<file path="src/design/rob_pkg.sv">
package rob_pkg;

    // instruction kind held in each rob entry
    // alu ops and loads write a register, stores go to the cache,
    // branches only steer the fetch pc
    typedef enum logic [1:0] {
        OP_ALU = 2'b00,
        OP_LD  = 2'b01,
        OP_ST  = 2'b10,
        OP_BR  = 2'b11
    } op_t;

    // architectural register index, x0 to x31
    typedef logic [4:0] reg_idx_t;

    // register field of an entry
    // one 5-bit word, read by op kind:
    //   alu / load -> destination register
    //   store      -> register holding the store data
    //   branch     -> unused
    typedef union packed {
        reg_idx_t rd;
        reg_idx_t st_src;
    } rob_payload_u;

endpackage

</file>
<file path="src/design/rob_head_if.sv">
// head-of-queue bundle between entry storage and commit FSM
interface rob_head_if #(
    parameter int ROB_DEPTH = 8
);
    localparam int TAG_W = $clog2(ROB_DEPTH);

    // head entry contents, from the storage
    rob_pkg::op_t         head_op;
    rob_pkg::rob_payload_u head_payload;
    // done is already qualified by occupancy
    logic                 head_done;
    logic                 head_mispredict;

    // head pointer and empty flag, from the pointer block
    logic [TAG_W-1:0]     head_tag;
    logic                 empty;

    // pop head entry this cycle
    logic                 retire;
    // squash everything younger than the head, always with retire
    logic                 flush;

    // storage side reads the pointer and the controls
    modport store (
        output head_op, head_payload, head_done, head_mispredict,
        input  head_tag, empty, retire, flush
    );

    // commit side sees the whole head view and drives the controls
    modport fsm (
        input  head_op, head_payload, head_done, head_mispredict,
        input  head_tag, empty,
        output retire, flush
    );

endinterface

</file>
<file path="src/design/rob_commit_fsm.sv">
module rob_commit_fsm #(
    parameter int ROB_DEPTH = 8
) (
    input  logic                         clk,
    input  logic                         rst,
    rob_head_if.fsm                      head,
    // data cache handshake
    input  logic                         mem_resp,
    // register file commit
    output logic                         commit_valid,
    output rob_pkg::reg_idx_t            commit_rd,
    output logic [$clog2(ROB_DEPTH)-1:0] commit_tag,
    // redirect fetch
    output logic                         load_pc,
    // cache request, held until mem_resp
    output logic                         mem_read,
    output logic                         mem_write,
    output logic [$clog2(ROB_DEPTH)-1:0] mem_tag,
    output rob_pkg::reg_idx_t            store_src
);
    typedef enum logic {
        RUN,
        MEM_WAIT
    } state_t;

    state_t state;
    logic   head_ready;
    logic   head_is_mem;

    // head may act this cycle
    assign head_ready  = (state == RUN) && head.head_done && !head.empty;
    assign head_is_mem = (head.head_op == rob_pkg::OP_LD) || (head.head_op == rob_pkg::OP_ST);

    // alu and branch leave straight from RUN
    // loads and stores leave on the cache response
    assign head.retire = (head_ready && !head_is_mem) || ((state == MEM_WAIT) && mem_resp);
    // only a mispredicted branch squashes
    assign head.flush  = head_ready && (head.head_op == rob_pkg::OP_BR) && head.head_mispredict;

    always_ff @(posedge clk) begin
        // one-cycle pulses by default
        commit_valid <= 1'b0;
        load_pc      <= 1'b0;
        if (rst) begin
            state     <= RUN;
            mem_read  <= 1'b0;
            mem_write <= 1'b0;
        end else begin
            case (state)
                RUN: begin
                    if (head_ready) begin
                        case (head.head_op)
                            rob_pkg::OP_ALU: begin
                                commit_valid <= 1'b1;
                                commit_rd    <= head.head_payload.rd;
                                commit_tag   <= head.head_tag;
                            end
                            rob_pkg::OP_BR: begin
                                load_pc <= 1'b1;
                            end
                            rob_pkg::OP_LD: begin
                                // address already sits with the cache, keyed by tag
                                state    <= MEM_WAIT;
                                mem_read <= 1'b1;
                                mem_tag  <= head.head_tag;
                            end
                            default: begin
                                // store, data register read as st_src
                                state     <= MEM_WAIT;
                                mem_write <= 1'b1;
                                mem_tag   <= head.head_tag;
                                store_src <= head.head_payload.st_src;
                            end
                        endcase
                    end
                end
                MEM_WAIT: begin
                    if (mem_resp) begin
                        state     <= RUN;
                        mem_read  <= 1'b0;
                        mem_write <= 1'b0;
                        // loads write back, stores only free the slot
                        if (mem_read) begin
                            commit_valid <= 1'b1;
                            commit_rd    <= head.head_payload.rd;
                            commit_tag   <= head.head_tag;
                        end
                    end
                end
                default: begin
                    state <= RUN;
                end
            endcase
        end
    end

    // one request kind at a time
    a_rd_wr_onehot: assert property (
        @(posedge clk) disable iff (rst)
        !(mem_read && mem_write)
    ) else $error("mem_read and mem_write both high");

endmodule

</file>
<file path="src/design/rob_entry_store.sv">
module rob_entry_store #(
    parameter int ROB_DEPTH = 8
) (
    input  logic                         clk,
    input  logic                         rst,
    // allocation from issue
    input  logic                         alloc_valid,
    input  logic [$clog2(ROB_DEPTH)-1:0] alloc_tag,
    input  rob_pkg::op_t                 alloc_op,
    input  rob_pkg::rob_payload_u        alloc_payload,
    // completion from the cdb
    input  logic                         cdb_valid,
    input  logic [$clog2(ROB_DEPTH)-1:0] cdb_tag,
    input  logic                         cdb_mispredict,
    // head view toward the commit FSM
    rob_head_if.store                    head
);
    localparam int TAG_W = $clog2(ROB_DEPTH);

    // per-entry op, register field and mispredict flag
    rob_pkg::op_t          op_mem         [ROB_DEPTH];
    rob_pkg::rob_payload_u payload_mem    [ROB_DEPTH];
    logic                  mispredict_mem [ROB_DEPTH];

    // completion status, one bit per entry
    logic [ROB_DEPTH-1:0]  done;

    // distance of a tag from the head, used to tell live entries
    logic [TAG_W-1:0]      cdb_dist;
    logic [TAG_W-1:0]      live_dist;
    logic                  cdb_live;

    // op and register field written at the tail
    // mispredict bit lands together with done
    always_ff @(posedge clk) begin
        if (alloc_valid) begin
            op_mem[alloc_tag]      <= alloc_op;
            payload_mem[alloc_tag] <= alloc_payload;
        end
        if (cdb_valid) begin
            mispredict_mem[cdb_tag] <= cdb_mispredict;
        end
    end

    always_ff @(posedge clk) begin
        if (rst) begin
            done <= '0;
        end else if (head.flush) begin
            // wrong-path entries and a same-cycle alloc all vanish
            done <= '0;
        end else begin
            // fresh entry starts not done
            if (alloc_valid) begin
                done[alloc_tag] <= 1'b0;
            end
            if (cdb_valid) begin
                done[cdb_tag] <= 1'b1;
            end
            // retired slot is free again
            if (head.retire) begin
                done[head.head_tag] <= 1'b0;
            end
        end
    end

    // head read port
    assign head.head_op         = op_mem[head.head_tag];
    assign head.head_payload    = payload_mem[head.head_tag];
    assign head.head_mispredict = mispredict_mem[head.head_tag];
    // empty queue never shows a done head
    assign head.head_done       = done[head.head_tag] && !head.empty;

    // entry is live if it sits between head and tail
    // tail equal to head while not empty means full
    assign cdb_dist  = cdb_tag - head.head_tag;
    assign live_dist = alloc_tag - head.head_tag;
    assign cdb_live  = !head.empty && ((live_dist == '0) || (cdb_dist < live_dist));

    // a cdb broadcast only ever names an entry that is in flight
    a_cdb_targets_live: assert property (
        @(posedge clk) disable iff (rst)
        cdb_valid |-> cdb_live
    ) else $error("cdb completion for unallocated tag %0h", cdb_tag);

endmodule

</file>
<file path="src/design/rob_ptr_counter.sv">
module rob_ptr_counter #(
    parameter int ROB_DEPTH = 8
) (
    input  logic                         clk,
    input  logic                         rst,
    input  logic                         alloc_valid,
    input  logic                         retire,
    input  logic                         flush,
    // next free slot, handed out as the alloc tag
    output logic [$clog2(ROB_DEPTH)-1:0] tail,
    // oldest entry
    output logic [$clog2(ROB_DEPTH)-1:0] head_tag,
    output logic [$clog2(ROB_DEPTH):0]   count,
    output logic                         empty,
    // entries freed last cycle
    output logic [$clog2(ROB_DEPTH):0]   credit_return
);
    localparam int TAG_W = $clog2(ROB_DEPTH);

    logic [TAG_W:0] alloc_inc;
    logic [TAG_W:0] retire_dec;

    // one-bit events widened to count width
    assign alloc_inc  = {{TAG_W{1'b0}}, alloc_valid};
    assign retire_dec = {{TAG_W{1'b0}}, retire};

    always_ff @(posedge clk) begin
        if (rst) begin
            tail          <= '0;
            head_tag      <= '0;
            count         <= '0;
            credit_return <= '0;
        end else if (flush) begin
            // branch at head leaves, everything behind it is dropped
            head_tag      <= head_tag + 1'b1;
            tail          <= head_tag + 1'b1;
            count         <= '0;
            // all present entries plus a wrong-path alloc this cycle
            credit_return <= count + alloc_inc;
        end else begin
            if (alloc_valid) begin
                tail <= tail + 1'b1;
            end
            if (retire) begin
                head_tag <= head_tag + 1'b1;
            end
            count         <= count + alloc_inc - retire_dec;
            // at most one entry leaves outside a flush
            credit_return <= retire_dec;
        end
    end

    assign empty = (count == '0);

    // issuer holds no credit when full
    a_no_alloc_full: assert property (
        @(posedge clk) disable iff (rst)
        alloc_valid |-> (count != (TAG_W+1)'(ROB_DEPTH))
    ) else $error("allocation at full occupancy");

    // commit FSM only pops a real entry
    a_no_retire_empty: assert property (
        @(posedge clk) disable iff (rst)
        retire |-> !empty
    ) else $error("retire while rob is empty");

endmodule

</file>
<file path="src/design/rob_top.sv">
module rob_top #(
    parameter int ROB_DEPTH = 8
) (
    input  logic                         clk,
    input  logic                         rst,
    // issue side
    input  logic                         alloc_valid,
    input  rob_pkg::op_t                 alloc_op,
    input  rob_pkg::rob_payload_u        alloc_payload,
    output logic [$clog2(ROB_DEPTH)-1:0] alloc_tag,
    output logic [$clog2(ROB_DEPTH):0]   credit_return,
    // completion bus
    input  logic                         cdb_valid,
    input  logic [$clog2(ROB_DEPTH)-1:0] cdb_tag,
    input  logic                         cdb_mispredict,
    // commit side
    output logic                         commit_valid,
    output rob_pkg::reg_idx_t            commit_rd,
    output logic [$clog2(ROB_DEPTH)-1:0] commit_tag,
    output logic                         load_pc,
    // data cache side
    output logic                         mem_read,
    output logic                         mem_write,
    output logic [$clog2(ROB_DEPTH)-1:0] mem_tag,
    output rob_pkg::reg_idx_t            store_src,
    input  logic                         mem_resp
);
    rob_head_if #(.ROB_DEPTH(ROB_DEPTH)) head_bus ();

    // tail doubles as the tag handed to issue and the store write index
    // occupancy stays inside the pointer block
    rob_ptr_counter #(.ROB_DEPTH(ROB_DEPTH)) u_ptr (
        .clk           (clk),
        .rst           (rst),
        .alloc_valid   (alloc_valid),
        .retire        (head_bus.retire),
        .flush         (head_bus.flush),
        .tail          (alloc_tag),
        .head_tag      (head_bus.head_tag),
        .count         (),
        .empty         (head_bus.empty),
        .credit_return (credit_return)
    );

    rob_entry_store #(.ROB_DEPTH(ROB_DEPTH)) u_store (
        .clk            (clk),
        .rst            (rst),
        .alloc_valid    (alloc_valid),
        .alloc_tag      (alloc_tag),
        .alloc_op       (alloc_op),
        .alloc_payload  (alloc_payload),
        .cdb_valid      (cdb_valid),
        .cdb_tag        (cdb_tag),
        .cdb_mispredict (cdb_mispredict),
        .head           (head_bus.store)
    );

    rob_commit_fsm #(.ROB_DEPTH(ROB_DEPTH)) u_fsm (
        .clk          (clk),
        .rst          (rst),
        .head         (head_bus.fsm),
        .mem_resp     (mem_resp),
        .commit_valid (commit_valid),
        .commit_rd    (commit_rd),
        .commit_tag   (commit_tag),
        .load_pc      (load_pc),
        .mem_read     (mem_read),
        .mem_write    (mem_write),
        .mem_tag      (mem_tag),
        .store_src    (store_src)
    );

endmodule

</file>
<file path="config.mk">
export PLATFORM = sky130hd
export DESIGN_NAME = rob_top
export DESIGN_NICKNAME = d
export VERILOG_FILES = /design/src/design/rob_pkg.sv /design/src/design/rob_head_if.sv /design/src/design/rob_commit_fsm.sv /design/src/design/rob_entry_store.sv /design/src/design/rob_ptr_counter.sv /design/src/design/rob_top.sv
export SDC_FILE = /design/constraint.sdc
export NUM_CORES = 1
export LEC_CHECK = 0
export ABC_AREA = 1
export BUFFER_PORTS_ARGS = -buffer_cell sky130_fd_sc_hd__buf_2
export CORE_AREA = 4 4 125 97
export DETAILED_ROUTE_END_ITERATION = 6
export DIE_AREA = 0 0 129 101
export PLACE_DENSITY_LB_ADDON = 0.1
export SKIP_LAST_GASP = 1
export SYNTH_ARGS = -nofsm -noshare
export SYNTH_HDL_FRONTEND = slang
export SYNTH_HIERARCHICAL = 1
export SYNTH_SLANG_ARGS = --single-unit
export TNS_END_PERCENT = 5
</file>
<file path="constraint.sdc">
create_clock -name clk -period 6.91 [get_ports clk]
set_input_delay 1.382 -clock clk [delete_from_list [all_inputs] [get_ports clk]]
set_output_delay 1.382 -clock clk [all_outputs]
set_load 0.05 [all_outputs]
</file>
### Word-level counts from Yosys, hierarchy flattened

Memories as Yosys holds them, arrays and structs flattened. A register that Yosys moved wholly into a read port is not among the register bits.
Index checks and enable logic that the tools add are counted.

* flip-flop bits (word level): 43
* memories kept: 3
* output and inout bits: 27
* bits in writable memories: 64
* input port bits: 16

Memories
* u_store.payload_mem: words 8, width 5, read ports 1, clocked after memory_dff 1, wr ports 1, line rob_entry_store.sv:22 `rob_pkg::rob_payload_u payload_mem [ROB_DEPTH];`
* u_store.op_mem: words 8, width 2, read ports 1, clocked after memory_dff 1, wr ports 1, line rob_entry_store.sv:21 `rob_pkg::op_t op_mem [ROB_DEPTH];`
* u_store.mispredict_mem: words 8, width 1, read ports 1, clocked after memory_dff 1, wr ports 1, line rob_entry_store.sv:23 `logic mispredict_mem [ROB_DEPTH];`

* bitwise operators: 11
* eq/ne operators: 9
* add/subtract/negate cells: 4
* reduce and logical (&&, ||, !) cells: 28
* multiplexer cells: 57
* $lt $le $gt $ge: 6

Operators by type and width (number)
* two-way mux 8 bit: 7
* two-way mux 3 bit: 14
* two-way mux 1 bit: 22
* two-way mux 5 bit: 4
* bitwise AND 8 bit: 2
* NOT 8 bit: 2
* < comparator 3 x 4 -> 1 bit (second input constant): 3
* logical AND 1 bit: 10
* one-hot mux 5 bit (2 select lines): 1
* demux 1 bit (select 3 bit): 3
* greater-or-equal comparator 3 x 1 -> 1 bit (second input constant): 3
* != test 2 bit (second input constant): 4
* bitwise OR 8 bit: 1
* one-hot mux 1 bit (2 select lines): 4
* AND reduction 4 bit: 2
* adder 3 x 1 -> 3 bit (second input constant): 2
* NOT 1 bit: 6
* one-hot mux 3 bit (2 select lines): 1
* AND reduction 3 bit: 2
* OR reduction 2 bit: 3
* OR reduction 3 bit: 2
* AND reduction 5 bit: 1
* adder 4 x 1 -> 4 bit: 1
* equality test 2 bit (second input constant): 2
* other kinds (9): 13

### Depth between registers and ports, before layout

* depth in word-level cells: 15
* gate-level depth with buffers: 18
* depth with buffers taken out: 16

### Modules after synthesis

Netlist, hierarchy kept.

Modules (own cells, without submodules)
* rob_entry_store: cells each 329, area an instance 3275.6 sq um, sequential area each 2082.0 sq um, times used 1
* rob_commit_fsm: cells each 59, area an instance 778.2 sq um, sequential area each 580.6 sq um, times used 1
* rob_ptr_counter: cells each 85, area an instance 659.4 sq um, sequential area each 280.3 sq um, times used 1

### Worst setup path after synthesis

OpenSTA, ideal clock, no wires.

* path type: in2reg
* from: input port rst
* to: register u_fsm.commit_rd[0] (enable)
* library setup time: 0.384 ns
* path buffers: 0
* cell stages on the path: 3
* slack: 4.280 ns
* arrival: 2.246 ns
* cells stage by stage: inv_1 -> nand4_1 -> o21ai_0

* cells in the longest elaborated chain, start to end: 2

RTL lines
* from (decl): line rob_top.sv:5 `input logic rst,`
* NOT 1 bit (no line)
* AND reduction 5 bit (no line)
* to (signal assigned): line rob_commit_fsm.sv:55 `commit_rd <= head.head_payload.rd;`
* to (signal assigned): line rob_commit_fsm.sv:85 `commit_rd <= head.head_payload.rd;`
* to (decl): line rob_commit_fsm.sv:11 `output rob_pkg::reg_idx_t commit_rd,`

No other way between the ends.
A chain may end at the register's enable or synchronous reset.

### Worst setup path in the final report

* from: register u_ptr.head_tag[1]
* to: register u_ptr.count[3]

* cells in the longest elaborated chain, start to end: 8
* elaborated cells between the ends (all ways): 11

RTL lines
* from (decl): line rob_ptr_counter.sv:12 `output logic [$clog2(ROB_DEPTH)-1:0] head_tag,`
* from (signal assigned): line rob_ptr_counter.sv:35 `head_tag <= head_tag + 1'b1;`
* from (signal assigned): line rob_ptr_counter.sv:45 `head_tag <= head_tag + 1'b1;`
* binary-select mux 1 bit (select 3 bit): line rob_entry_store.sv:71 `assign head.head_done = done[head.head_tag] && !head.empty;`
* two-way mux 1 bit (implied by the code): line rob_entry_store.sv:71
* logical AND 1 bit: line rob_entry_store.sv:71
* logical AND 1 bit (2 in a row): line rob_commit_fsm.sv:31 `assign head_ready = (state == RUN) && head.head_done && !head.empty;`
* logical AND 1 bit: line rob_commit_fsm.sv:36 `assign head.retire = (head_ready && !head_is_mem) || ((state == MEM_WAIT) && mem_resp);`
* logical OR 1 bit: line rob_commit_fsm.sv:36
* net head_bus.retire: line rob_head_if.sv:19 `logic retire;`
* subtractor 4 x 1 -> 4 bit: line rob_ptr_counter.sv:47 `count <= count + alloc_inc - retire_dec;`
* to (signal assigned): line rob_ptr_counter.sv:47
* to (decl): line rob_ptr_counter.sv:13 `output logic [$clog2(ROB_DEPTH):0] count,`

The timed path passes the listed nets, and every way through them passes these cells. The select of a mux whose other input is x is not followed.

==> metrics <==
Synth Register Bits 107; Clock Sinks 107; CP Capture Type register; FILL cells 1030; Post-synth EDFFs 80; CTS tree done; Mapped Cells 473; # rows 33; reg2reg path depth 16; max-cap violation count 0; CP max stage delay 0.69 ns; Post-Syn Area 4710 um^2; critical path's most frequent cell nand2_1; post-synthesis average cell area 9.96 um^2; vias per cell 4.72; count of cell types in the netlist 27; port bufs 42; GR Overflow Total 0; initial antenna violation count 0; vias in the first global route 2882; status finished clean; critical path launch point type register; Crit-path slowest cell o21ai_1; routed via count 3115; final setup margin 3.50 ns; Synth async-reset ratio 0%; layout net count 541; Setup Viol. Count Final 0; Hold Path Class reg2reg; worst hold start u_fsm/mem_write$_SDFFE_PP0P_; Skew-Pair Late Insertion Delay 0.35 ns; min Tclk post-route 3.41 ns; placed cells 644; pre-CTS setup slack 3.52 ns; Critical Path Stages 16; Initial DRT Pass Iterations 4; area growth from synthesis to layout 12.1%; post-CTS resize count 0; Max Root-Sink Buffers 2; post-DR wirelength/cell 14.7 um; Worst Path Buf+Inv 4; Ys Warns 6; Critical Path RT 7.20 ns; DP HPWL 6.75 mm; htree depth 3; Vert. Die Dim 101 um; critical path's top delay family simple AND/OR/NAND/NOR gates; post-route ant nets 0; RePlAce Congestion 0.783; Max Clk Rate 0.293 GHz; n_diodes 0; largest net degree at the start of global routing 71; Synthesized Nets 499; crit share post-route 49.3%; Worst Path Arrival 3.69 ns; initial drt markers 342; DIE AREA 13000 um^2; Post-CTS Hold Buffers 0; Starting Density 43.6%; CTS Buf Count 9; Pins Over Slew Limit 0; leakage 2.21 nW; Core ar. 10800 um^2; Residual DRC 0; reg2reg start u_ptr/head_tag[1]$_SDFFE_PP0P_; Max transition margin 23.2%; Worst-Margin Slew 1.14 ns; worst-path cell chain inv_2, nor2_2, o211ai_1, nand2_1, inv_1, nand2_1, inv_1, ha_1, o21ai_1, ha_1, inv_1, nor2_1, nand3_2, nand2_1, nand2_1, nor2_1; IO Pins 43; hold slack 0.468 ns; final setup skew 0.00991 ns; Setup TNS 0 ns; Final Non-Filler Cells 660; clock root cell clkbuf_16; final hold viol count 0; reg-to-reg critical path endpoint u_ptr/count[3]$_SDFF_PP0_; Die X 129 um; crit path max fanout 11; Post-CTS Setup Bufs 0; DRT Wirelength 9.68 mm; PwrDens 245 nW/um^2; flop2flop setup slack 3.50 ns; Worst-path clk slew 0.07 ns; WS Path Type reg2reg; Seq/Total Area, Yosys 62.4%; hold path depth 2; worst vdd ir 132 uV; RSZ-0062 raised after global routing false; Hold Path End u_fsm/mem_write$_SDFFE_PP0P_; GRT Total Usage 15.8%; first-pass GRT wire length 15.5 mm; fraction of layout cells with a size suffix above 1 14.6%; Main synth FF type edfxtp_1
synthesized netlist by cell type (2+ instances only):
cell type | n | share of area (%)
a21oi_1 | 14 | 1.5
buf_6 | 9 | 2.2
dfxtp_1 | 27 | 11
edfxtp_1 | 80 | 51
ha_1 | 10 | 2.7
inv_1 | 84 | 6.7
inv_2 | 6 | 0.48
nand2_1 | 103 | 8.2
nand2_2 | 3 | 0.40
nand3_1 | 18 | 1.9
nand4_1 | 3 | 0.40
nor2_1 | 50 | 4.0
nor2_2 | 3 | 0.40
nor3_1 | 4 | 0.42
o211ai_1 | 22 | 3.5
o211ai_2 | 2 | 0.53
o21ai_0 | 16 | 1.7
o21ai_1 | 10 | 1.1
worst max path at each step:
stage	from	endpoint
3_5_place_dp	u_ptr/head_tag[1]$_SDFFE_PP0P_	u_ptr/count[3]$_SDFF_PP0_
3_3_place_gp	u_ptr/head_tag[2]$_SDFFE_PP0P_	u_ptr/count[3]$_SDFF_PP0_
5_1_grt	u_ptr/head_tag[0]$_SDFFE_PP0P_	u_ptr/count[3]$_SDFF_PP0_
6_report	u_ptr/head_tag[1]$_SDFFE_PP0P_	u_ptr/count[3]$_SDFF_PP0_
2_1_floorplan	rst	u_fsm/commit_rd[0]$_DFFE_PP_
4_1_cts	u_ptr/head_tag[1]$_SDFFE_PP0P_	u_ptr/count[3]$_SDFF_PP0_
metrics by stage:
step / power [mW] / instance area, um^2 / util (%)
2_1_floorplan: 0.776 / 4710 / -
3_3_place_gp: 0.803 / 4980 / 46.1
3_5_place_dp: 0.805 / 4980 / 46.1
4_1_cts: 1.30 / 5280 / 48.8
5_1_grt: 1.35 / 5280 / 48.8
6_report: 1.29 / 5280 / 48.8
worst reg2reg max path, stage by stage, from the launching register on:
cell      delay (ns)
dfxtp_1         0.49
inv_2           0.06
nor2_2          0.52
o211ai_1        0.21
nand2_1         0.11
inv_1           0.04
nand2_1         0.10
inv_1           0.08
ha_1            0.33
o21ai_1         0.69
ha_1            0.30
inv_1           0.05
nor2_1          0.10
nand3_2         0.08
nand2_1         0.07
nand2_1         0.04
nor2_1          0.08
power breakdown:
part / internal [mW] / leakage [nW] / switching, mW
clock network: 0.278 / 0.144 / 0.225
logic: 0.0222 / 1.13 / 0.0559
registers: 0.705 / 0.943 / 0.00664
cell type report:
| class | count | area (um^2) | share of cell area, % |
|---|---|---|---|
| flip-flops and latches | 107 | 2940 | 55.7 |
| multi-input cells | 263 | 1300 | 24.6 |
| inverters | 90 | 338 | 6.40 |
| clock buffers | 12 | 268 | 5.07 |
| repair buffers | 44 | 225 | 4.26 |
| well taps | 140 | 175 | 3.32 |
| clock inverters | 4 | 31.3 | 0.592 |
per-layer routing:
metal | part of all wire (%) | vias to the layer above | wire length (um) | global-route usage [%]
met1 | 51 | 1424 | 4950 | 23.8
met3 | 6.3 | 10 | 614 | 3.81
met2 | 41 | 64 | 4000 | 22.5
met4 | 1.2 | 0 | 115 | 4.60
met5 | 0 | - | 0 | 0
li1 | - | 1617 | - | -
registers in the layout, indices dropped and copies added (netlist names):
name and flops:
u_store/mispredict_mem 8, u_fsm/commit_rd 5, u_store/payload_mem 40, u_fsm/state 1
u_ptr/count 4, u_fsm/commit_tag 3, u_fsm/mem_read 1, u_ptr/head_tag 3
u_store/done 8, u_fsm/commit_valid 1, u_fsm/mem_tag 3, u_fsm/load_pc 1
u_ptr/credit_return 4, u_store/op_mem 16, u_fsm/mem_write 1, u_ptr/tail 3
u_fsm/store_src 5
logic make-up after synthesis:
logic type,count (synthesis),synth area share [%]
DFF,107,62.4
and+or+nand+nor,187,16.3
adders and majority gates,10,2.65
xor gates and xnor gates,1,0.186
AOI/OAI and AO/OA,65,8.44
buffers and inverters,103,9.98
cells in the final DEF, fill, tap and decap left out, drive strengths merged:
cell type / n
nor2: 54
o21ai: 26
xor2: 1
edfxtp: 80
nand2: 106
nand4: 3
a21oi: 14
clkinv: 2
a211oi: 1
o211ai: 24
clkinvlp: 1
buf: 44
nor3: 4
inv: 91
nor4: 1
nand3: 19
dfxtp: 27
clkbuf: 12
ha: 10
Power figures use the tool's default switching activity.
